--- src/logic/dcache_pkg.sv ---
package dcache_pkg;

    // request side
    localparam int ADDR_W   = 32;
    localparam int WORD_W   = 32;

    // line and burst side
    localparam int LINE_W   = 256;
    localparam int BEAT_W   = 64;
    localparam int BEATS    = LINE_W / BEAT_W;       // 4 beats per line
    localparam int OFFSET_W = $clog2(LINE_W / 8);    // byte offset in a line

    typedef logic [ADDR_W-1:0]   addr_t;
    typedef logic [WORD_W-1:0]   word_t;
    typedef logic [WORD_W/8-1:0] wmask_t;            // one bit per byte
    typedef logic [LINE_W-1:0]   line_t;
    typedef logic [LINE_W/8-1:0] line_mask_t;
    typedef logic [BEAT_W-1:0]   beat_t;

    // controller states of the blocking cache
    typedef enum logic [1:0] {
        IDLE,
        COMPARE,
        WRITEBACK,
        FILL
    } cache_state_e;

endpackage : dcache_pkg

--- src/logic/tag_store.sv ---
module tag_store #(
    parameter int SET_BITS = 4
) (
    input  logic                  clk,
    input  logic                  rst,
    input  dcache_pkg::addr_t     addr_i,
    input  logic                  tag_we_i,
    input  logic                  dirty_set_i,
    output logic                  hit_o,
    output logic                  dirty_o,
    output dcache_pkg::addr_t     victim_addr_o
);

    localparam int NUM_SETS = 2 ** SET_BITS;
    localparam int TAG_W    = dcache_pkg::ADDR_W - dcache_pkg::OFFSET_W - SET_BITS;

    logic [TAG_W-1:0]    tag_q [NUM_SETS];
    logic [NUM_SETS-1:0] valid_q;
    logic [NUM_SETS-1:0] dirty_q;
    logic [SET_BITS-1:0] index;
    logic [TAG_W-1:0]    tag;

    assign index = addr_i[dcache_pkg::OFFSET_W +: SET_BITS];
    assign tag   = addr_i[dcache_pkg::ADDR_W-1 -: TAG_W];

    always_ff @(posedge clk) begin
        if (rst) begin
            valid_q <= '0;
            dirty_q <= '0;
        end else if (tag_we_i) begin
            valid_q[index] <= 1'b1;
            dirty_q[index] <= 1'b0;       // fresh line from memory
        end else if (dirty_set_i) begin
            dirty_q[index] <= 1'b1;
        end
    end

    always_ff @(posedge clk) begin
        if (tag_we_i) begin
            tag_q[index] <= tag;
        end
    end

    assign hit_o   = valid_q[index] && (tag_q[index] == tag);
    assign dirty_o = valid_q[index] && dirty_q[index];

    // line-aligned address of the resident line
    assign victim_addr_o = {tag_q[index], index, {dcache_pkg::OFFSET_W{1'b0}}};

endmodule : tag_store

--- config.mk ---
export PLATFORM = sky130hd
export DESIGN_NAME = tag_store
export DESIGN_NICKNAME = d
export VERILOG_FILES = /design/src/logic/dcache_pkg.sv /design/src/logic/tag_store.sv
export SDC_FILE = /design/constraint.sdc
export NUM_CORES = 1
export LEC_CHECK = 0
export BUFFER_PORTS_ARGS = -buffer_cell sky130_fd_sc_hd__buf_2
export CAP_MARGIN = 0
export CORE_MARGIN = 2
export CORE_UTILIZATION = 57
export CTS_BUF_LIST = sky130_fd_sc_hd__clkbuf_4 sky130_fd_sc_hd__clkbuf_8
export DETAILED_ROUTE_END_ITERATION = 10
export PLACE_DENSITY = 0.78
export SYNTH_ARGS = -nofsm -noshare
export SYNTH_HDL_FRONTEND = slang
export SYNTH_SLANG_ARGS = --single-unit
--- constraint.sdc ---
create_clock -name clk -period 3.2 [get_ports clk]
set_input_delay 0 -clock clk [delete_from_list [all_inputs] [get_ports clk]]
set_output_delay 0 -clock clk [all_outputs]
set_load 0.03 [all_outputs]
==> results.ini <==
[die]
fp.dieW_um=172
die_y_um=172
core.rowCount=61
num_io_pins=70
core_mm2=0.0278
dieArea_mm2=0.0295
start_util=0.578

[route]
drt-initial-drc-count=990
wl_um=35900
drcViolationCount=0
wl_per_cell_um=25.9
dr.pass1.iters=5
met3_length_um=3470
m1WireLength_um=14600
ant_nets=0
dr_wl_met2_um=16700
drt-vias-per-instance=6.19
num_vias=8588
highest_layer=met4

[synthesis]
synth.area.top_cells=edfxtp_1 69%, mux4_2 14%, dfxtp_1 4.0%, mux2i_1 3.6%, nor2_1 1.3%
synth_compound_area_frac=0.0256
synth_top_family_by_area=multiplexers
avgSynthCellArea_um2=19.6
ys_seq_area_frac=0.728
synthAdderAreaFrac=0
synthTopCellsByCount=368 x edfxtp_1, 98 x mux4_2, 58 x mux2i_1
ys_warn_count=0
async_flop_share=0
synth_area_mm2=0.0161
postSynthCellCount=820
yosysMostFrequentCell=edfxtp_1
synthMuxAreaShare=0.182
synth-edff-count=368
yosys.area_share.simple=0.0297
synthXorXnorAreaFrac=0.0131
synth_seq_cells=400
synth_top_cell_by_area=edfxtp_1
synth_top_area_share=0.688
ys_types=42
synth-main-ff-cell=edfxtp_1

[power_and_ir_drop]
internal_power_w=0.00838
leakagePower_nw=6.26
combPwrFrac=0.083
ir_worst_vdd_v=0.000343
switchingPower_w=0.00240
p_per_area_mw_per_mm2=578
seqPwrFrac=0.542
pwr-share-clk=0.375
switching_share=0.223

[global_route]
grt_util_all_layers=0.250
grt_pass1_wl_um=52700
grt_max_degree=35
grt_overflow=0
first_global_vias=8684
antenna_found_initial=0

[clock_tree]
numCtsBuffers=59
cts_root_buffer=clkbuf_8
clkSinkCount=400
cts_max_level=2
clkTransAtPathRegs_ns=0.06
clk_path_buf_depth=3
cts_setup_buffers=0
clk_latency_ns=0.60
cts_tree=done

[sta]
clock_skew_ns=0
fin_ws_ns=0.119
tightestPinTransition_ns=0.611
slew_viol_final=0
setup_tns_ns=0
period_needed_ns=3.08
rsz0062_at_grt=false
min_period_over_period=0.963
fmax_mhz=325
slew_headroom=0.593
hold_violations=0
setup_viol=0

[critical_path]
arrival_ns=3.08
rr_worst_depth=3
r2r_slack_ns=1.95
required_ns=3.20
crit_type=register to output pin
critical_path.endpoint_type=output pin
worst-path-max-fanout=2
cp-endpoint=hit_o
worstSetupStartpointType=register
crit_start=tag_q[14][14]$_DFFE_PP_

[placed_design]
place_area_mm2=0.0172
hpwl_um=21300
place_ws_ns=0.417
port_buffers=59
place.gp.congestion=0.805

[cells_and_area]
diodes=0
final_area_mm2=0.0186
nNetsFinal=1002
fin_util=0.671
area_delta_synth_final_pct=16.0
drive_gt1_frac=0.332

[hold_path]
hp-class=primary input to register

[outcome]
status=complete, no violations

[flow_run]
maxCapViolations=0

-- power by group through the flow --
| stage | logic [W] | clock network (W) | registers [W] |
|---|---|---|---|
| global placement | 0.000840 | 0 | 0.00594 |
| floorplan | 0.000545 | 0 | 0.00594 |
| global route | 0.000950 | 0.00432 | 0.00584 |
| CTS | 0.000883 | 0.00410 | 0.00584 |
| finish | 0.000896 | 0.00404 | 0.00584 |
| detailed placement | 0.000852 | 0 | 0.00595 |
-- per-stage QoR --
stage / hold slack, ns / power (W) / cells
2_1_floorplan: 0.0793 / 0.00649 / 824
3_3_place_gp: 0.393 / 0.00678 / 1257
3_5_place_dp: 0.401 / 0.00680 / 1257
4_1_cts: 0.0940 / 0.0108 / 1387
5_1_grt: 0.123 / 0.0111 / 1387
6_report: 0.129 / 0.0108 / 1387
-- kinds of logic (layout without fill, tap and decap cells) --
group,after synthesis,in the layout
DFF,400,400
muxes,167,167
and+or+nand+nor,108,108
buffers and inverters,61,246
AOI/OAI and AO/OA,59,59
xor gates and xnor gates,24,24
other,1,5
-- flip-flops by register name, summed over array words and instances (netlist names), named ones only --
signal / count
valid_q: 16
tag_q: 368
-- cell usage in the layout, fill, tap and decap left out, types with 18 or more instances in the layout --
cell type,instances
buf_2,55
buf_4,40
clkbuf_4,29
clkbuf_8,60
dfxtp_1,32
dlygate4sd3_1,26
edfxtp_1,368
mux2i_1,55
mux4_2,98
nor2_1,42
nor3_1,18
-- critical path: stages (launching register included) --
cell,delay [ns]
edfxtp_1,0.38
mux4_2,0.47
mux2_2,0.30
mux2i_4,0.24
xor2_4,0.27
nand4_1,0.11
nor4_1,0.18
and4_1,0.31
clkbuf_4,0.22
-- final cells by class --
type,count,area [um^2]
flip-flops and latches,400,11700
clock inverters,16,126
clock buffers,88,1040
repair buffers,134,1070
fillers,1792,9140
well taps,378,473
inverters,8,30.0
multi-input cells,363,4210
-- per-layer routing --
metal | vias to the layer above | global-route usage
li1 | 3630 | -
met1 | 4399 | 0.364
met2 | 468 | 0.380
met3 | 91 | 0.0561
met4 | 0 | 0.0866
met5 | - | 0
-- what timing repair did --
action | in CTS | in global routing
hold buffers | 26 | 0
hold endpoints to repair | 400 | 0
pin swaps | 0 | 3
endpoints found under the setup margin | 1 | 1
resized for setup | 2 | 7
-- worst min path at each step --
stage / from / end / slack (ns) / cells after the start
finish: tag_we_i / tag_q[6][20]$_DFFE_PP_ / 0.13 / 3
global route: tag_we_i / tag_q[6][20]$_DFFE_PP_ / 0.12 / 3
detailed placement: addr_i[11] / tag_q[2][2]$_DFFE_PP_ / 0.40 / 1
CTS: tag_we_i / tag_q[6][20]$_DFFE_PP_ / 0.09 / 3
global placement: addr_i[21] / tag_q[0][12]$_DFFE_PP_ / 0.39 / 1
floorplan: rst / register / 0.08 / 1
(Power assumes the default switching activity.)
