==> config.mk <==
export PLATFORM = sky130hd
export DESIGN_NAME = cache_ctrl
export DESIGN_NICKNAME = d
export VERILOG_FILES = /design/src/logic/dcache_pkg.sv /design/src/logic/cache_ctrl.sv
export SDC_FILE = /design/constraint.sdc
export NUM_CORES = 1
export LEC_CHECK = 0
export BUFFER_PORTS_ARGS = -buffer_cell sky130_fd_sc_hd__buf_4
export CORE_MARGIN = 5
export CORE_UTILIZATION = 27
export CTS_BUF_LIST = sky130_fd_sc_hd__clkbuf_4
export DETAILED_ROUTE_END_ITERATION = 7
export MAX_ROUTING_LAYER = met4
export PLACE_DENSITY = 0.83
export SYNTH_ARGS = -nofsm -noshare
export SYNTH_HDL_FRONTEND = slang
export SYNTH_SLANG_ARGS = --single-unit
export TNS_END_PERCENT = 30
==> constraint.sdc <==
create_clock -name clk -period 1.7 [get_ports clk]
set_input_delay 0.17 -clock clk [delete_from_list [all_inputs] [get_ports clk]]
set_output_delay 0.17 -clock clk [all_outputs]
set_load 0.05 [all_outputs]
==> src/logic/dcache_pkg.sv <==
package dcache_pkg;

    // request side
    localparam int ADDR_W   = 32;
    localparam int WORD_W   = 32;

    // line and burst side
    localparam int LINE_W   = 256;
    localparam int BEAT_W   = 64;
    localparam int BEATS    = LINE_W / BEAT_W;       // 4 beats per line
    localparam int OFFSET_W = $clog2(LINE_W / 8);    // byte offset in a line

    typedef logic [ADDR_W-1:0]   addr_t;
    typedef logic [WORD_W-1:0]   word_t;
    typedef logic [WORD_W/8-1:0] wmask_t;            // one bit per byte
    typedef logic [LINE_W-1:0]   line_t;
    typedef logic [LINE_W/8-1:0] line_mask_t;
    typedef logic [BEAT_W-1:0]   beat_t;

    // controller states of the blocking cache
    typedef enum logic [1:0] {
        IDLE,
        COMPARE,
        WRITEBACK,
        FILL
    } cache_state_e;

endpackage : dcache_pkg

==> src/logic/cache_ctrl.sv <==
module cache_ctrl (
    input  logic                  clk,
    input  logic                  rst,

    // request handshake
    input  logic                  mem_read_i,
    input  logic                  mem_write_i,
    output logic                  mem_resp_o,

    // tag and line arrays
    input  logic                  hit_i,
    input  logic                  dirty_i,
    input  dcache_pkg::addr_t     victim_addr_i,
    input  dcache_pkg::addr_t     mem_addr_i,
    output logic                  tag_we_o,
    output logic                  dirty_set_o,
    output logic                  fill_we_o,
    output logic                  word_we_o,

    // line port to the serdes
    output logic                  line_read_o,
    output logic                  line_write_o,
    output dcache_pkg::addr_t     line_addr_o,
    input  logic                  line_resp_i
);

    dcache_pkg::cache_state_e state_q;
    dcache_pkg::cache_state_e state_d;

    always_ff @(posedge clk) begin
        if (rst) begin
            state_q <= dcache_pkg::IDLE;
        end else begin
            state_q <= state_d;
        end
    end

    always_comb begin
        state_d      = state_q;
        mem_resp_o   = 1'b0;
        tag_we_o     = 1'b0;
        dirty_set_o  = 1'b0;
        fill_we_o    = 1'b0;
        word_we_o    = 1'b0;
        line_read_o  = 1'b0;
        line_write_o = 1'b0;

        case (state_q)
            dcache_pkg::IDLE: begin
                if (mem_read_i || mem_write_i) begin
                    state_d = dcache_pkg::COMPARE;
                end
            end
            dcache_pkg::COMPARE: begin
                if (hit_i) begin
                    mem_resp_o  = 1'b1;
                    word_we_o   = mem_write_i;     // masked merge on a write hit
                    dirty_set_o = mem_write_i;
                    state_d     = dcache_pkg::IDLE;
                end else if (dirty_i) begin
                    state_d = dcache_pkg::WRITEBACK;  // victim must go out first
                end else begin
                    state_d = dcache_pkg::FILL;
                end
            end
            dcache_pkg::WRITEBACK: begin
                line_write_o = 1'b1;
                if (line_resp_i) begin
                    state_d = dcache_pkg::FILL;
                end
            end
            dcache_pkg::FILL: begin
                line_read_o = 1'b1;
                if (line_resp_i) begin
                    fill_we_o = 1'b1;
                    tag_we_o  = 1'b1;              // tag valid, dirty clear
                    state_d   = dcache_pkg::COMPARE;
                end
            end
            default: begin
                state_d = dcache_pkg::IDLE;
            end
        endcase
    end

    // victim address on writeback, else the line holding the request
    always_comb begin
        if (state_q == dcache_pkg::WRITEBACK) begin
            line_addr_o = victim_addr_i;
        end else begin
            line_addr_o = {mem_addr_i[dcache_pkg::ADDR_W-1:dcache_pkg::OFFSET_W],
                           {dcache_pkg::OFFSET_W{1'b0}}};
        end
    end

endmodule : cache_ctrl

==> impl_metrics.ini <==
[worst_setup_path]
required_ps = 1530
reg2reg_depth = 6
worstSetupPathType = reg -> out
cp-start-kind = flip-flop
rrSetupSlack_ps = 190
crit_fanout = 7
cp_data_arrival_time_ps = 1550
r2r_start = state_q[0]$_SDFFE_PP0P_
end_kind = primary output
reg2reg_to = state_q[0]$_SDFFE_PP0P_

[grt]
grt_pass1_wl_mm = 4.71
grt-ovfl-total = 0
antenna_found_initial = 0
grt_max_degree = 16
grt_use_total = 0.192
grt_pass1_vias = 928

[floorplanning]
die_w_um = 57.1
die_h_um = 57.1
fp-row-count = 17
start_util = 0.276
core_area_sq_um = 2170
boundaryPins = 110
die_area_sq_um = 3260

[timing]
holdWs_ps = 110
setup_viol = 2
fin_crit_ps = 1720
skew_ps = 2.83
slew_headroom = 0.858
max_freq_mhz = 582
period_share = 1.01
rsz0062_at_grt = yes
tightest_slew_ps = 212
hold_viol_final = 0
slew_violations = 0
fin_ws_ps = -18.9

[logic_synthesis]
syn_area_sq_um = 598
ys_ff_latch = 2
yosys_warnings = 0
syn_nets = 136
netlist_instances = 60
yosysUniqueCellTypes = 18
avgSynthCellArea_sq_um = 9.97
ys_seq_area_frac = 0.0669

[clock_tree]
htree_num_levels = 1
cts_tree = yes
cts_sinks = 2
clk_pin_slew_ps = 30
cts_buffer_depth = 2
root_buffer = clkbuf_4
clock_latency_ps = 220
cts-hold-fix-buffers = 0
cts_buffers = 3

[detailed_routing]
routedWlPerCell_um = 19.4
dr.pass1.iters = 4
drc = 0
drt_iter0_drc = 18
post_drt_via_cell_ratio = 4.57
ant_nets = 0
wirelength_mm = 3.79
detailroute.via_count = 891

[final_layout]
nets = 245
mostFrequentLayoutCell = buf_4
nFillCells = 154
regMostFlops = state_q
most-common-layout-cells = buf_4 (78), mux2_2 (26), buf_6 (26)
stdcell_area_sq_um = 1620
largest_reg_flops = 2
drive_above_1_share = 0.886
largest_registers = state_q (2)
regArea_sq_um = 42.5
n_antenna_cell = 0
multi_input_area_sq_um = 522
area_delta_synth_final_pct = 170

[placement]
port_buffers = 104
dpl_cell_area_sq_um = 1390
place.gp.congestion = 0.865
dpl_worst_slack_ps = 61.4
dp_hpwl_mm = 2.71

[outcome]
outcome = finished, violations left
violations = setup timing

[hold_path]
min_path_type = in -> reg
min_path_cells = 2
holdPathEnd = state_q[0]$_SDFFE_PP0P_
hold_start = rst

[pwr]
p_per_area_nw_per_um2 = 452
ir_drop_v = 0.000320
power_leakage_nw = 0.822

[run]
cap_violations = 0
==> critical path, stage by stage (launching register included) <==
cell       delay (ps)
dfxtp_2           330
inv_2              80
ha_4              220
clkbuf_16         170
mux2_2            360
buf_6             160
==> how the worst max path moves through the flow <==
| stage | start | to | slack, ps | cells past startpoint |
|---|---|---|---|---|
| 4_1_cts | state_q[1]$_SDFFE_PP0P_ | line_addr_o[5] | 5 | 4 |
| 5_1_grt | state_q[0]$_SDFFE_PP0P_ | line_addr_o[25] | -50 | 5 |
| 3_3_place_gp | state_q[0]$_SDFFE_PP0P_ | line_addr_o[17] | 90 | 4 |
| 2_1_floorplan | state_q[1]$_SDFFE_PP0P_ | tag_we_o | -40 | 3 |
| 3_5_place_dp | state_q[0]$_SDFFE_PP0P_ | line_addr_o[14] | 60 | 4 |
| 6_report | state_q[0]$_SDFFE_PP0P_ | line_addr_o[25] | -20 | 5 |
==> cell families (layout without fill, tap and decap cells) <==
kind of cell | after synthesis | count (layout) | synth area share
multiplexers | 27 | 27 | 0.508
AND/OR/NAND/NOR | 11 | 11 | 0.126
buffers and inverters | 8 | 115 | 0.0899
flip-flops | 2 | 2 | 0.0669
adder cells (fa/ha/maj) | 5 | 5 | 0.105
AO/OA/AOI/OAI | 7 | 7 | 0.105
==> per-layer routing <==
metal	routed length, um	up-vias	GRT usage
li1	-	428	-
met1	1300	418	0.197
met3	224	2	0.0543
met5	0	-	-
met2	2230	43	0.370
met4	31	0	0.0199
==> metrics by stage <==
stage,utilization,TNS [ps],instances,total power [mW]
3_3_place_gp,0.638,0,187,0.549
4_1_cts,0.668,0,193,0.683
3_5_place_dp,0.638,0,187,0.558
2_1_floorplan,-,-41.5,60,0.359
6_report,0.745,-20.8,195,0.731
5_1_grt,0.745,-575,195,0.768
==> cells in the mapped netlist, drive strengths merged <==
master | n | share of area
inv | 3 | 0.019
ha | 5 | 0.10
a311oi | 1 | 0.025
mux2 | 27 | 0.51
o2111a | 1 | 0.019
or3b | 1 | 0.019
a21oi | 3 | 0.025
dfxtp | 2 | 0.067
nor2b | 1 | 0.010
and3 | 1 | 0.013
o21bai | 1 | 0.019
o21ba | 1 | 0.017
and2 | 7 | 0.073
nand2b | 1 | 0.010
buf | 5 | 0.071
==> timing repair <==
| action | 4_1_cts | 5_1_grt |
|---|---|---|
| resized for setup | 2 | 32 |
| gates cloned | 0 | 2 |
| setup buffers | 3 | 0 |
| endpoints found under the setup margin | 27 | 27 |
==> final cells by class <==
class                           instances  share of cell area
Inverter                                3             0.00697
Tap cell                               28              0.0217
Clock buffer                            3              0.0139
Timing Repair Buffer                  109               0.608
Sequential cell                         2              0.0263
Multi-Input combinational cell         50               0.323
==> power by group <==
group	total, mW	switching, mW	leakage, nW	internal (mW)
sequential	0.0600	0.00655	0.0171	0.0534
clock	0.105	0.0268	0.0138	0.0779
combinational	0.567	0.298	0.791	0.268
No activity file was read; power rests on OpenSTA's default activity.
