===== src/logic/dcache_pkg.sv =====
package dcache_pkg;

    // request side
    localparam int ADDR_W   = 32;
    localparam int WORD_W   = 32;

    // line and burst side
    localparam int LINE_W   = 256;
    localparam int BEAT_W   = 64;
    localparam int BEATS    = LINE_W / BEAT_W;       // 4 beats per line
    localparam int OFFSET_W = $clog2(LINE_W / 8);    // byte offset in a line

    typedef logic [ADDR_W-1:0]   addr_t;
    typedef logic [WORD_W-1:0]   word_t;
    typedef logic [WORD_W/8-1:0] wmask_t;            // one bit per byte
    typedef logic [LINE_W-1:0]   line_t;
    typedef logic [LINE_W/8-1:0] line_mask_t;
    typedef logic [BEAT_W-1:0]   beat_t;

    // controller states of the blocking cache
    typedef enum logic [1:0] {
        IDLE,
        COMPARE,
        WRITEBACK,
        FILL
    } cache_state_e;

endpackage : dcache_pkg


===== src/logic/line_store.sv =====
module line_store #(
    parameter int SET_BITS = 4
) (
    input  logic                  clk,
    input  dcache_pkg::addr_t     addr_i,
    input  dcache_pkg::wmask_t    wmask_i,
    input  dcache_pkg::word_t     wdata_i,
    input  logic                  word_we_i,
    input  logic                  fill_we_i,
    input  dcache_pkg::line_t     fill_line_i,
    output dcache_pkg::word_t     rdata_o,
    output dcache_pkg::line_t     line_o
);

    localparam int NUM_SETS   = 2 ** SET_BITS;
    localparam int WORDS      = dcache_pkg::LINE_W / dcache_pkg::WORD_W;
    localparam int WORD_OFF_W = $clog2(WORDS);
    localparam int BYTE_OFF_W = $clog2(dcache_pkg::WORD_W / 8);
    localparam int LINE_BYTES = dcache_pkg::LINE_W / 8;

    dcache_pkg::line_t       data_q [NUM_SETS];
    logic [SET_BITS-1:0]     index;
    logic [WORD_OFF_W-1:0]   word_off;      // address bits 4 to 2
    dcache_pkg::line_t       wdata_line;
    dcache_pkg::line_mask_t  wmask_line;

    assign index    = addr_i[dcache_pkg::OFFSET_W +: SET_BITS];
    assign word_off = addr_i[BYTE_OFF_W +: WORD_OFF_W];

    // word adapter, replicate data and slide the mask into its slot
    assign wdata_line = {WORDS{wdata_i}};
    assign wmask_line = dcache_pkg::line_mask_t'(wmask_i)
                        << (word_off * (dcache_pkg::WORD_W / 8));

    always_ff @(posedge clk) begin
        if (fill_we_i) begin
            data_q[index] <= fill_line_i;              // whole line on a fill
        end else if (word_we_i) begin
            for (int i = 0; i < LINE_BYTES; i++) begin
                if (wmask_line[i]) begin
                    data_q[index][8*i +: 8] <= wdata_line[8*i +: 8];
                end
            end
        end
    end

    assign line_o  = data_q[index];
    assign rdata_o = line_o[word_off * dcache_pkg::WORD_W +: dcache_pkg::WORD_W];

endmodule : line_store


===== config.mk =====
export PLATFORM = sky130hd
export DESIGN_NAME = line_store
export DESIGN_NICKNAME = d
export VERILOG_FILES = /design/src/logic/dcache_pkg.sv /design/src/logic/line_store.sv
export SDC_FILE = /design/constraint.sdc
export NUM_CORES = 2
export LEC_CHECK = 0
export BUFFER_PORTS_ARGS = -buffer_cell sky130_fd_sc_hd__buf_2
export CAP_MARGIN = 20
export CORE_MARGIN = 8
export CORE_UTILIZATION = 62
export DETAILED_ROUTE_END_ITERATION = 7
export PLACE_DENSITY = 0.9
export SYNTH_ARGS = -nofsm -noshare
export SYNTH_HDL_FRONTEND = slang
export SYNTH_SLANG_ARGS = --single-unit

===== constraint.sdc =====
create_clock -name clk -period 3.15 [get_ports clk]
set_clock_uncertainty 0.05 [all_clocks]
set_input_delay 0.315 -clock clk [delete_from_list [all_inputs] [get_ports clk]]
set_output_delay 0.315 -clock clk [all_outputs]
set_load 0.01 [all_outputs]

==> results of run 1 <==
[cells by family after synthesis]
group | after synthesis | share of synthesized area
flip-flops | 4096 | 0.7353
multiplexers | 1536 | 0.1706
AND/OR/NAND/NOR | 1337 | 0.03648
AO/OA/AOI/OAI | 960 | 0.03721
buffers and inverters | 584 | 0.02042
[layer usage]
layer  GRT overflow  GRT usage
met4             17     0.6492
met3              0     0.5663
met5              0     0.4039
met1              1     0.5861
met2             16     0.7634
[timing repair]
action | in CTS
resized for setup | 503
pin swaps | 127
buffers inserted | 36
gates cloned | 1
hold buffers | 177
hold endpoints to repair | 2537
endpoints found under the setup margin | 126
[through the flow]
step	utilization	hold slack, ns	instances	setup TNS (ns)	setup WS (ns)
floorplan	-	0.6396	8513	0	0.7520
global placement	0.6858	0.8071	13460	-27.62	-0.9655
detailed placement	0.6859	0.8402	13460	-21.47	-0.7475
CTS	0.7489	0.0007893	14360	-8.536	-0.3683
==> Flow_metrics.wiki, run 1 <==
{| class="wikitable"
! Metric !! Value
|-
| Initial core utilization || 0.6238
|-
| Overall overflow remaining after global route || 34
|-
| Library cell with the highest instance count after synthesis || sky130_fd_sc_hd__edfxtp_1
|-
| Fraction of the yosys area taken by sequential cells || 0.7353
|-
| Number of antenna violations at the first check in global routing || 212
|-
| CTS buffer count || 393
|-
| Endpoint pin with the least setup slack after global-route repair || rdata_o[14]
|-
| Most area-consuming cells after synthesis || sky130_fd_sc_hd__edfxtp_1, sky130_fd_sc_hd__mux4_2, sky130_fd_sc_hd__mux2_2, sky130_fd_sc_hd__mux2i_1, sky130_fd_sc_hd__nor2_1
|-
| Number of input and output port buffers inserted || 589
|-
| Maximum buffer depth of the clock tree || 4
|-
| Synthesized cell area || 0.1673 mm^2
|-
| Total track usage || 0.6375
|-
| Height of the chip || 535.4 um
|-
| Share of the synthesized area in the top cell type || 0.7353
|-
| Mapped Cells || 8513
|-
| Ys async rst share || 0
|-
| DIE WIDTH || 535.4 um
|-
| Mean post-synth cell area || 19.65 um^2
|-
| Stage where the flow stopped || global routing (5_1_grt)
|-
| Status || did not finish
|-
| Floorplan row count || 190
|-
| Number of I/O pins || 615
|-
| Largest net degree at the start of global routing || 115
|-
| Root buffer selected by CTS || sky130_fd_sc_hd__clkbuf_16
|-
| H-tree depth || 5
|-
| Placer Congestion || 1.039
|-
| Total clock sinks || 4096
|-
| Post-synth top flop || sky130_fd_sc_hd__edfxtp_1
|-
| List of most frequent post-synthesis cells || sky130_fd_sc_hd__edfxtp_1, sky130_fd_sc_hd__mux4_2, sky130_fd_sc_hd__nor2_1, sky130_fd_sc_hd__nand2_1
|-
| Syn Nets || 8840
|-
| Number of enable flip-flop cells after synthesis || 4096
|-
| Synth Register Bits || 4096
|-
| Area after DPL || 0.1839 mm^2
|-
| Placed wire-length estimate after detailed placement || 406900 um
|-
| Biggest area consumer among synthesized cells || sky130_fd_sc_hd__edfxtp_1
|-
| Yosys cell types || 39
|-
| Warnings from Yosys || 0
|-
| Type of pin the worst path ends at || top-level output
|-
| First error message || [ERROR GRT-0232] Routing congestion too high. Check the congestion heatmap in the GUI.
|}
==> run 2: changes to the inputs <==
- CORE_UTILIZATION: 62 -> 40
- PLACE_DENSITY: 0.9 -> default
- PLACE_DENSITY_LB_ADDON: default -> 0.15
==> Flow_metrics.wiki, run 2 <==
{| class="wikitable"
! Metric !! Value
|-
| Cell family with the largest share of critical-path delay || buffers and inverters
|-
| Initial core utilization || 0.4015 (-0.2223)
|-
| Number of flip-flops in the largest register || 4096
|-
| Commonest cells after routing, fill and taps aside || sky130_fd_sc_hd__edfxtp_1, sky130_fd_sc_hd__buf_4, sky130_fd_sc_hd__mux4_2
|-
| Least-Margin Pin Slew || 1.147 ns
|-
| Max Fanout on Critical Path || 2
|-
| Path type of the worst min-delay path || primary input to register
|-
| Std-Cell Core Area || 0.4166 mm^2
|-
| Worst slack at placement || -1.215 ns (-0.4678 ns)
|-
| Largest registers ranked by flip-flop count || data_q: 4096 flops
|-
| Root buffer selected by CTS || sky130_fd_sc_hd__clkbuf_16
|-
| Post-synth top flop || sky130_fd_sc_hd__edfxtp_1
|-
| Ys async rst share || 0 (unchanged)
|-
| Placed wire-length estimate after detailed placement || 461500 um (+13%)
|-
| Warnings from Yosys || 0 (unchanged)
|-
| Mean post-synth cell area || 19.65 um^2 (unchanged)
|-
| Count of vias placed by the detailed router || 99510
|-
| Total clock sinks || 4096 (unchanged)
|-
| Synthesized cell area || 0.1673 mm^2 (unchanged)
|-
| List of most frequent post-synthesis cells || sky130_fd_sc_hd__edfxtp_1, sky130_fd_sc_hd__mux4_2, sky130_fd_sc_hd__nor2_1, sky130_fd_sc_hd__nand2_1
|-
| Data required, critical path || 2.78 ns
|-
| WP data arrival || 3.20 ns
|-
| Post-route clock period utilization || 1.130
|-
| Global-route wire length before repair || 839700 um
|-
| Slew Viols, Final || 0
|-
| Full die area || 0.4391 mm^2
|-
| CP bufs+invs || 5
|-
| Top reg by flops || data_q
|-
| Synth Register Bits || 4096 (unchanged)
|-
| Clock transition at path regs || 0.06 ns
|-
| Placer Congestion || 0.9372 (-9.8%)
|-
| Largest net degree at the start of global routing || 74
|-
| First DRT Iteration DRCs || 12340
|-
| Number of antenna violations at the first check in global routing || 106
|-
| Cell-by-cell listing of the critical path || mux4_2, mux2i_1, buf_4, a22oi_1, a21oi_1, buf_4, nor4_2, buf_4, buf_12, buf_2
|-
| Total Nets Final || 11160
|-
| Library cell with the highest instance count after synthesis || sky130_fd_sc_hd__edfxtp_1
|-
| Routed wire length || 625400 um
|-
| Setup CP Type || register to primary output
|-
| Final hold viol count || 0
|-
| Fraction of the yosys area taken by sequential cells || 0.7353 (unchanged)
|-
| Most area-consuming cells after synthesis || sky130_fd_sc_hd__edfxtp_1, sky130_fd_sc_hd__mux4_2, sky130_fd_sc_hd__mux2_2, sky130_fd_sc_hd__mux2i_1, sky130_fd_sc_hd__nor2_1
|-
| Final period demand of the worst path || 3.560 ns
|-
| Share of the synthesized area in the top cell type || 0.7353 (unchanged)
|-
| Max stage delay on crit path || 0.47 ns
|-
| Number of nets with antenna violations after routing || 0
|-
| CTS tree || yes
|-
| Fillcell total || 33900
|-
| CTS buffer count || 431 (+9.7%)
|-
| Maximum buffer depth of the clock tree || 4 (unchanged)
|-
| Area growth, synth to finish || 24.31%
|-
| DRC viols || 0
|-
| Most common cell after layout, fill and taps aside || sky130_fd_sc_hd__edfxtp_1
|-
| Power per standard cell area || 598.4 mW/mm^2
|-
| Slew headroom || 0.2356
|-
| Number of enable flip-flop cells after synthesis || 4096 (unchanged)
|-
| Status || complete, but fails checks
|-
| Post-DR vias/cell || 5.937
|-
| WHS || 0.04030 ns
|-
| 1st-pass router iterations || 6
|-
| Cell repeated most along the worst path || sky130_fd_sc_hd__buf_4
|-
| Nature of the critical path startpoint || register
|-
| Via count of the first global-routing pass || 97650
|-
| Post-detailed-route wirelength per cell || 37.31 um
|-
| Unrepaired setup endpoints after global routing || yes
|-
| Max-capacitance violation count || 0
|-
| Height of the chip || 662.7 um (+24%)
|-
| Fraction of final layout cells sized beyond drive strength 1 || 0.4077
|-
| Biggest area consumer among synthesized cells || sky130_fd_sc_hd__edfxtp_1
|-
| Number of standard cells in the final layout excluding fillers || 16760
|-
| Endpoint class of the critical path || primary output
|-
| Floorplan row count || 237 (+25%)
|-
| Number of placed cells counting well taps || 15720 (+17%)
|-
| Number of I/O pins || 615 (unchanged)
|-
| Total track usage || 0.2762
|-
| Overall overflow remaining after global route || 0
|-
| Max Clk Rate || 0.2809 GHz
|-
| Number of input and output port buffers inserted || 589 (unchanged)
|-
| Worst Slack Setup Final || -0.4100 ns
|-
| H-tree depth || 5 (unchanged)
|-
| Worst voltage drop across the vdd grid || 0.4546 mV
|-
| Syn Nets || 8840 (unchanged)
|-
| Violated checks || setup timing
|-
| Yosys cell types || 39 (unchanged)
|-
| Mapped Cells || 8513 (unchanged)
|-
| Critical path's slowest cell || sky130_fd_sc_hd__mux4_2
|-
| DIE WIDTH || 662.7 um (+24%)
|-
| Static leakage || 69.64 nW
|-
| Setup-violating endpoint count in the final report || 34
|}
[run 2: logic make-up after synthesis]
family          share of synthesized area
mux                                0.1706
buf+inv                           0.02042
simple gates                      0.03648
compound gates                    0.03721
flops                              0.7353
[run 2: metal layers]
metal	wire length, um	share of wire	vias to the layer above	GRT usage
met5	161	0.00026	-	0
met4	36140	0.058	22	0.1387
met3	60700	0.097	1094	0.06662
met2	291400	0.47	5393	0.4344
met1	237000	0.38	53180	0.3599
li1	-	-	39820	-
[run 2: final cells by class]
cell class | count | area (um^2) | share of cell area
clock buffer | 526 | 11230 | 0.05399
multi-input combinational | 3833 | 43930 | 0.2113
sequential | 4096 | 123000 | 0.5915
timing repair buffer | 2470 | 20240 | 0.09735
tap | 5497 | 6878 | 0.03308
antenna | 85 | 212.7 | 0.001023
clock inverter | 254 | 2456 | 0.01181
[run 2: report_power, final]
group | leakage, nW | internal (mW) | total [mW] | switching (mW)
Combinational | 26.0 | 4.92 | 13.1 | 8.15
Clock | 6.67 | 28.2 | 49.9 | 21.6
Sequential | 37.0 | 61.3 | 61.5 | 0.248
[run 2: worst paths after layout]
path	start	end	cells past startpoint
worst max-delay path	data_q[10][103]	rdata_o[7]	10
worst min-delay path	fill_line_i[16]	data_q[12][16]	2
[run 2: repair_timing]
item                                    4_1_cts  5_1_grt
resized for setup                           565      128
hold buffers                                209        0
endpoints found under the setup margin      160       65
cloned                                        2        1
setup buffers                                16       16
hold endpoints to repair                   3181        0
pin swaps                                   145       65
[run 2: stage by stage]
step                area (um^2)  setup TNS (ns)  total power [mW]    util
global placement         188900         -136.60             74.53  0.4533
CTS                      207200          -9.374             124.8  0.4973
floorplan                167300               0             67.75       -
finish                   207900          -7.001             124.4  0.4991
detailed placement       189000         -148.12             74.71  0.4535
global route             207800          -8.843             127.3  0.4988
Power figures use the tool's default switching activity.
