### config.mk
export PLATFORM = sky130hd
export DESIGN_NAME = burst_serdes
export DESIGN_NICKNAME = d
export VERILOG_FILES = /design/src/logic/dcache_pkg.sv /design/src/logic/burst_serdes.sv
export SDC_FILE = /design/constraint.sdc
export NUM_CORES = 1
export LEC_CHECK = 0
export BUFFER_PORTS_ARGS = -buffer_cell sky130_fd_sc_hd__buf_2
export CORE_AREA = 4 4 275 277
export CTS_CLUSTER_DIAMETER = 40
export DETAILED_ROUTE_END_ITERATION = 6
export DIE_AREA = 0 0 279 281
export PLACE_DENSITY_LB_ADDON = 0.15
export SYNTH_ARGS = -nofsm -noshare
export SYNTH_HDL_FRONTEND = slang
export SYNTH_SLANG_ARGS = --single-unit
### constraint.sdc
create_clock -name clk -period 12.8 [get_ports clk]
set_input_delay 1.28 -clock clk [delete_from_list [all_inputs] [get_ports clk]]
set_output_delay 1.28 -clock clk [all_outputs]
set_load 0.005 [all_outputs]
### src/logic/dcache_pkg.sv
package dcache_pkg;

    // request side
    localparam int ADDR_W   = 32;
    localparam int WORD_W   = 32;

    // line and burst side
    localparam int LINE_W   = 256;
    localparam int BEAT_W   = 64;
    localparam int BEATS    = LINE_W / BEAT_W;       // 4 beats per line
    localparam int OFFSET_W = $clog2(LINE_W / 8);    // byte offset in a line

    typedef logic [ADDR_W-1:0]   addr_t;
    typedef logic [WORD_W-1:0]   word_t;
    typedef logic [WORD_W/8-1:0] wmask_t;            // one bit per byte
    typedef logic [LINE_W-1:0]   line_t;
    typedef logic [LINE_W/8-1:0] line_mask_t;
    typedef logic [BEAT_W-1:0]   beat_t;

    // controller states of the blocking cache
    typedef enum logic [1:0] {
        IDLE,
        COMPARE,
        WRITEBACK,
        FILL
    } cache_state_e;

endpackage : dcache_pkg

### src/logic/burst_serdes.sv
module burst_serdes (
    input  logic                  clk,
    input  logic                  rst,

    // line side
    input  logic                  line_read_i,
    input  logic                  line_write_i,
    input  dcache_pkg::addr_t     line_addr_i,
    input  dcache_pkg::line_t     line_wdata_i,
    output dcache_pkg::line_t     line_rdata_o,
    output logic                  line_resp_o,

    // burst memory side
    output dcache_pkg::addr_t     bmem_addr_o,
    output logic                  bmem_read_o,
    output logic                  bmem_write_o,
    output dcache_pkg::beat_t     bmem_wdata_o,
    input  dcache_pkg::beat_t     bmem_rdata_i,
    input  logic                  bmem_resp_i
);

    localparam int CNT_W = $clog2(dcache_pkg::BEATS);

    typedef enum logic [1:0] {
        S_IDLE,
        S_READ,
        S_WRITE,
        S_DONE
    } serdes_state_e;

    serdes_state_e      state_q;
    logic [CNT_W-1:0]   beat_q;
    dcache_pkg::line_t  buf_q;      // shift buffer, beat 0 at the bottom
    dcache_pkg::addr_t  addr_q;

    always_ff @(posedge clk) begin
        if (rst) begin
            state_q <= S_IDLE;
            beat_q  <= '0;
        end else begin
            case (state_q)
                S_IDLE: begin
                    beat_q <= '0;
                    if (line_read_i) begin
                        state_q <= S_READ;
                    end else if (line_write_i) begin
                        state_q <= S_WRITE;
                    end
                end
                S_READ, S_WRITE: begin
                    if (bmem_resp_i) begin
                        beat_q <= beat_q + 1'b1;
                        if (beat_q == CNT_W'(dcache_pkg::BEATS - 1)) begin
                            state_q <= S_DONE;      // last beat taken
                        end
                    end
                end
                default: begin
                    state_q <= S_IDLE;              // one cycle of line_resp
                end
            endcase
        end
    end

    always_ff @(posedge clk) begin
        case (state_q)
            S_IDLE: begin
                addr_q <= line_addr_i;
                buf_q  <= line_wdata_i;             // victim line for a write
            end
            S_READ: begin
                if (bmem_resp_i) begin
                    buf_q <= {bmem_rdata_i, buf_q[dcache_pkg::LINE_W-1:dcache_pkg::BEAT_W]};
                end
            end
            S_WRITE: begin
                if (bmem_resp_i) begin
                    buf_q <= buf_q >> dcache_pkg::BEAT_W;
                end
            end
            default: begin
                buf_q <= buf_q;
            end
        endcase
    end

    assign bmem_addr_o  = addr_q;
    assign bmem_read_o  = (state_q == S_READ);
    assign bmem_write_o = (state_q == S_WRITE);
    assign bmem_wdata_o = buf_q[dcache_pkg::BEAT_W-1:0];
    assign line_rdata_o = buf_q;
    assign line_resp_o  = (state_q == S_DONE);

endmodule : burst_serdes

==> report_table.html <==
<table>
<tr><th>Metric</th><th>Value</th></tr>
<tr><th colspan="2">Layout</th></tr>
<tr><td>Number of standard cells in the final layout excluding fillers</td><td>2906</td></tr>
<tr><td>Share of final-layout standard cells stronger than drive strength 1</td><td>0.431</td></tr>
<tr><td>Final instance area</td><td>between 0.015 and 0.02 mm^2</td></tr>
<tr><td>Final net count</td><td>2247</td></tr>
<tr><td>Number of fill cells in the layout</td><td>7919</td></tr>
<tr><td>P&amp;R area growth vs syn</td><td>50.4%</td></tr>
<tr><th colspan="2">Global routing</th></tr>
<tr><td>Via count of the first global-routing pass</td><td>11400</td></tr>
<tr><td>Global route overflow</td><td>0</td></tr>
<tr><td>Overall Global Routing Usage</td><td>0.128</td></tr>
<tr><td>First-pass GRT wire length</td><td>75000 um</td></tr>
<tr><td>Largest net degree at the start of global routing</td><td>173</td></tr>
<tr><td>Number of antenna violations at the first check in global routing</td><td>10</td></tr>
<tr><th colspan="2">Pwr</th></tr>
<tr><td>Switching power of the nets</td><td>slightly above 2 mW</td></tr>
<tr><td>Power density over cell area</td><td>294 mW/mm^2</td></tr>
<tr><td>IR drop worst, VDD</td><td>158 uV</td></tr>
<tr><td>Sequential share of power</td><td>0.364</td></tr>
<tr><td>Internal power component</td><td>3.70 mW</td></tr>
<tr><td>Logic pwr share</td><td>0.315</td></tr>
<tr><td>Leakage component of the power</td><td>a little over 9 nW</td></tr>
<tr><td>Part of the total power dissipated in the clock network</td><td>0.320</td></tr>
<tr><td>Proportion of total power due to net switching</td><td>0.356</td></tr>
<tr><th colspan="2">Detailed routing</th></tr>
<tr><td>Detailed-route wire length per cell</td><td>~18 um</td></tr>
<tr><td>Avg Vias per Cell</td><td>3.72</td></tr>
<tr><td>Total number of vias</td><td>about 11000</td></tr>
<tr><td>Antenna violation net count after detailed routing</td><td>0</td></tr>
<tr><td>DRC violation count after routing</td><td>0</td></tr>
<tr><td>Routed Wire Length</td><td>53200 um</td></tr>
<tr><td>DRC violation total after the first TritonRoute iteration</td><td>between 400 and 500</td></tr>
<tr><td>First-pass detailed-route iteration total</td><td>6</td></tr>
<tr><th colspan="2">Synthesis</th></tr>
<tr><td>Commonest cells in the synthesized netlist</td><td>edfxtp_1, inv_1, o21ai_1</td></tr>
<tr><td>Top_reg_cell synth</td><td>edfxtp_1</td></tr>
<tr><td>Synthesized cell area</td><td>0.0130 mm^2</td></tr>
<tr><td>Yosys reg bits</td><td>292</td></tr>
<tr><td>Ranking of synthesized cells by area</td><td>edfxtp_1, o21ai_1, inv_1</td></tr>
<tr><td>Cell count after synthesis</td><td>1216</td></tr>
<tr><td>Synth warn</td><td>0</td></tr>
<tr><td>Post-synth top area cell</td><td>edfxtp_1</td></tr>
<tr><td>Syn Nets</td><td>roughly 1600</td></tr>
<tr><td>Area fraction of the dominant cell type after synthesis</td><td>0.666</td></tr>
<tr><td>Proportion of synthesized chip area in sequential cells</td><td>0.672</td></tr>
<tr><td>Asr flop ratio synth</td><td>0</td></tr>
<tr><td>EDFF count, synth</td><td>288</td></tr>
<tr><td>Count of distinct cell types in the synthesized netlist</td><td>24</td></tr>
<tr><td>Count leader, synth</td><td>edfxtp_1</td></tr>
<tr><td>Synthesized area per cell</td><td>10.7 um^2</td></tr>
<tr><th colspan="2">Timing</th></tr>
<tr><td>Worst hold slack</td><td>roughly 0.47 ns</td></tr>
<tr><td>Worst Tran Pin Value</td><td>1.06 ns</td></tr>
<tr><td>Total negative slack for setup checks</td><td>0 ns</td></tr>
<tr><td>Final Max Tran Viols</td><td>0</td></tr>
<tr><td>Setup repair after global routing missed its margin</td><td>false</td></tr>
<tr><td>Peak Freq</td><td>248 MHz</td></tr>
<tr><td>Final clock skew</td><td>about 0.021 ns</td></tr>
<tr><td>Final setup violation count</td><td>0</td></tr>
<tr><td>Period utilization</td><td>0.315</td></tr>
<tr><td>Min Clock Period, post-route</td><td>4.03 ns</td></tr>
<tr><td>Count of endpoints failing hold in the final timing report</td><td>0</td></tr>
<tr><td>Headroom to the max-slew limit</td><td>0.293</td></tr>
<tr><th colspan="2">Floorplan</th></tr>
<tr><td>Top-level I/O count</td><td>712</td></tr>
<tr><td>Die ar.</td><td>0.0784 mm^2</td></tr>
<tr><td>Total core area</td><td>about 0.073 mm^2</td></tr>
<tr><td>Horizontal die dimension</td><td>279 um</td></tr>
<tr><td>Starting density of the core</td><td>0.178</td></tr>
<tr><td>Std-Cell Rows</td><td>99</td></tr>
<tr><td>Height of the die</td><td>roughly 280 um</td></tr>
<tr><th colspan="2">Critical path</th></tr>
<tr><td>Classification of the worst setup path</td><td>flop to flop</td></tr>
<tr><td>Reg2Reg Depth</td><td>7</td></tr>
<tr><td>Crit path largest cell delay</td><td>just under 0.9 ns</td></tr>
<tr><td>Setup slack on the worst flop-to-flop path</td><td>8.77 ns</td></tr>
<tr><td>Critical path data required time</td><td>12.98 ns</td></tr>
<tr><td>Source of the worst register-to-register timing path</td><td>state_q[1]</td></tr>
<tr><td>Family with the most delay on the worst path</td><td>buffers and inverters</td></tr>
<tr><td>Library cell contributing the largest single delay on the critical path</td><td>buf_4</td></tr>
<tr><td>CP Launch Type</td><td>flop</td></tr>
<tr><td>CP cell instances</td><td>inv_1 -&gt; ha_2 -&gt; nor2_1 -&gt; nor2_1 -&gt; nor2_4 -&gt; buf_4 -&gt; buf_4</td></tr>
<tr><td>Maximum fanout count along the critical path</td><td>78</td></tr>
<tr><td>Arrival time worst endpoint</td><td>4.22 ns</td></tr>
<tr><td>CP endpoint kind</td><td>flop</td></tr>
<tr><td>Combined buffer and inverter count along the critical path</td><td>3</td></tr>
<tr><td>Worst flop-to-flop path endpoint</td><td>line_rdata_o[126]</td></tr>
<tr><th colspan="2">Clock network</th></tr>
<tr><td>Num CTS Buffers</td><td>between 60 and 70</td></tr>
<tr><td>Buffers from clock root to sink, at most</td><td>3</td></tr>
<tr><td>Source-to-sink clock delay at the later pin of the worst-skew pair</td><td>about 0.57 ns</td></tr>
<tr><td>Clock root cell</td><td>clkbuf_16</td></tr>
<tr><td># hold bufs at CTS</td><td>0</td></tr>
<tr><td>Resize count post-CTS</td><td>0</td></tr>
<tr><td>Clock tree from TritonCTS</td><td>yes</td></tr>
<tr><td>Number of sinks on the clock net</td><td>292</td></tr>
<tr><td>Number of buffers inserted to repair setup after CTS</td><td>0</td></tr>
<tr><td>Clock H-tree levels</td><td>3</td></tr>
<tr><td>Clock-pin slew reported for the worst setup and hold paths after clock tree synthesis</td><td>0.05 ns</td></tr>
<tr><th colspan="2">Worst hold path</th></tr>
<tr><td>Hold Path Origin</td><td>beat_q[0]</td></tr>
<tr><td>End of the worst hold path</td><td>beat_q[0]</td></tr>
<tr><td>Worst hold path type</td><td>flop to flop</td></tr>
<tr><td>Hold Path Cell Cnt</td><td>2</td></tr>
<tr><th colspan="2">Flow run</th></tr>
<tr><td>Maximum capacitance violations</td><td>0</td></tr>
<tr><th colspan="2">Placed design</th></tr>
<tr><td>Total of buffers placed on input and output ports</td><td>711</td></tr>
<tr><td>Area of placed instances</td><td>about 0.017 mm^2</td></tr>
<tr><td>Final HPWL from detailed placement</td><td>40600 um</td></tr>
<tr><td>Placer Congestion</td><td>approximately 0.85</td></tr>
<tr><td>Cell Count Post-Placement</td><td>roughly 2800</td></tr>
<tr><th colspan="2">Run status</th></tr>
<tr><td>Run status</td><td>completed</td></tr>
</table>
[placed cells by master (no fill, tap or decap), drive strengths merged, types with 2 or more instances in the layout]
master      n
buf       720
edfxtp    288
inv       264
o21ai     258
nand2     232
clkbuf     79
nand3      25
clkinv     23
bufinv     12
diode       8
clkinvlp    7
ha          7
nor2        6
dfxtp       4
a21oi       3
mux2i       2
[area by class of cell]
class | instances | area [um^2] | area share
Sequential cell | 292 | 8730 | 0.447
Multi-Input combinational cell | 542 | 2540 | 0.130
Clock inverter | 48 | 652 | 0.0334
Clock buffer | 79 | 1790 | 0.0914
Timing Repair Buffer | 720 | 3640 | 0.186
Inverter | 258 | 968 | 0.0496
Antenna cell | 8 | 20.0 | 0.00102
Tap cell | 959 | 1200 | 0.0614
[cell families (layout without fill, tap and decap cells)]
kind of cell	Yosys count	in the layout	synth area share
compound gates	264	264	0.103
mux	2	2	0.00154
fa+ha+maj	7	7	0.00675
flops	292	292	0.672
buf+inv	382	1105	0.135
simple gates	269	269	0.0816
other cells	0	8	0
[worst register-to-register path: stages, from the launching register on]
cell     delay, ns
dfxtp_1       0.41
inv_1         0.13
ha_2          0.47
nor2_1        0.22
nor2_1        0.09
nor2_4        0.69
buf_4         0.62
buf_4         0.92
[registers in the layout, summed over array words and instances, names as in the netlist]
register	cells
beat_q	2
bmem_addr_o	32
line_rdata_o	256
state_q	2
[layer usage]
metal | global-route usage | wire [um] | up-vias | part of all wire
met2 | 0.231 | 27900 | 421 | 0.52
li1 | - | - | 5278 | -
met4 | 0.0441 | 1340 | 2 | 0.025
met5 | 0 | 14 | - | 0.00026
met3 | 0.0385 | 3870 | 85 | 0.073
met1 | 0.142 | 20100 | 5025 | 0.38
[through the flow]
step / setup WS [ns] / power, mW / utilization
after detailed placement: 8.44 / 4.00 / 0.234
after floorplan: 4.37 / 3.09 / -
after CTS: 8.60 / 5.89 / 0.268
final: 8.77 / 5.75 / 0.268
after global routing: 8.44 / 6.11 / 0.268
after global placement: 8.46 / 4.01 / 0.234
[worst max-delay path by stage]
| stage | start | end | slack (ns) | cells past startpoint |
|---|---|---|---|---|
| after CTS | state_q[1] | line_rdata_o[126] | 8.60 | 7 |
| after floorplan | bmem_resp_i | line_rdata_o[0] | 4.37 | 2 |
| after global routing | state_q[1] | line_rdata_o[61] | 8.44 | 7 |
| after global placement | bmem_resp_i | line_rdata_o[120] | 8.46 | 5 |
| final | state_q[1] | line_rdata_o[126] | 8.77 | 7 |
| after detailed placement | bmem_resp_i | line_rdata_o[249] | 8.44 | 5 |
[power by group through the flow]
stage / logic, mW / clock network [mW] / registers (mW)
2_1_floorplan: 0.950 / 0 / 2.14
3_3_place_gp: 1.89 / 0 / 2.12
3_5_place_dp: 1.88 / 0 / 2.12
4_1_cts: 1.89 / 1.89 / 2.11
5_1_grt: 2.02 / 1.95 / 2.15
6_report: 1.81 / 1.84 / 2.09
Power figures use the tool's default switching activity.
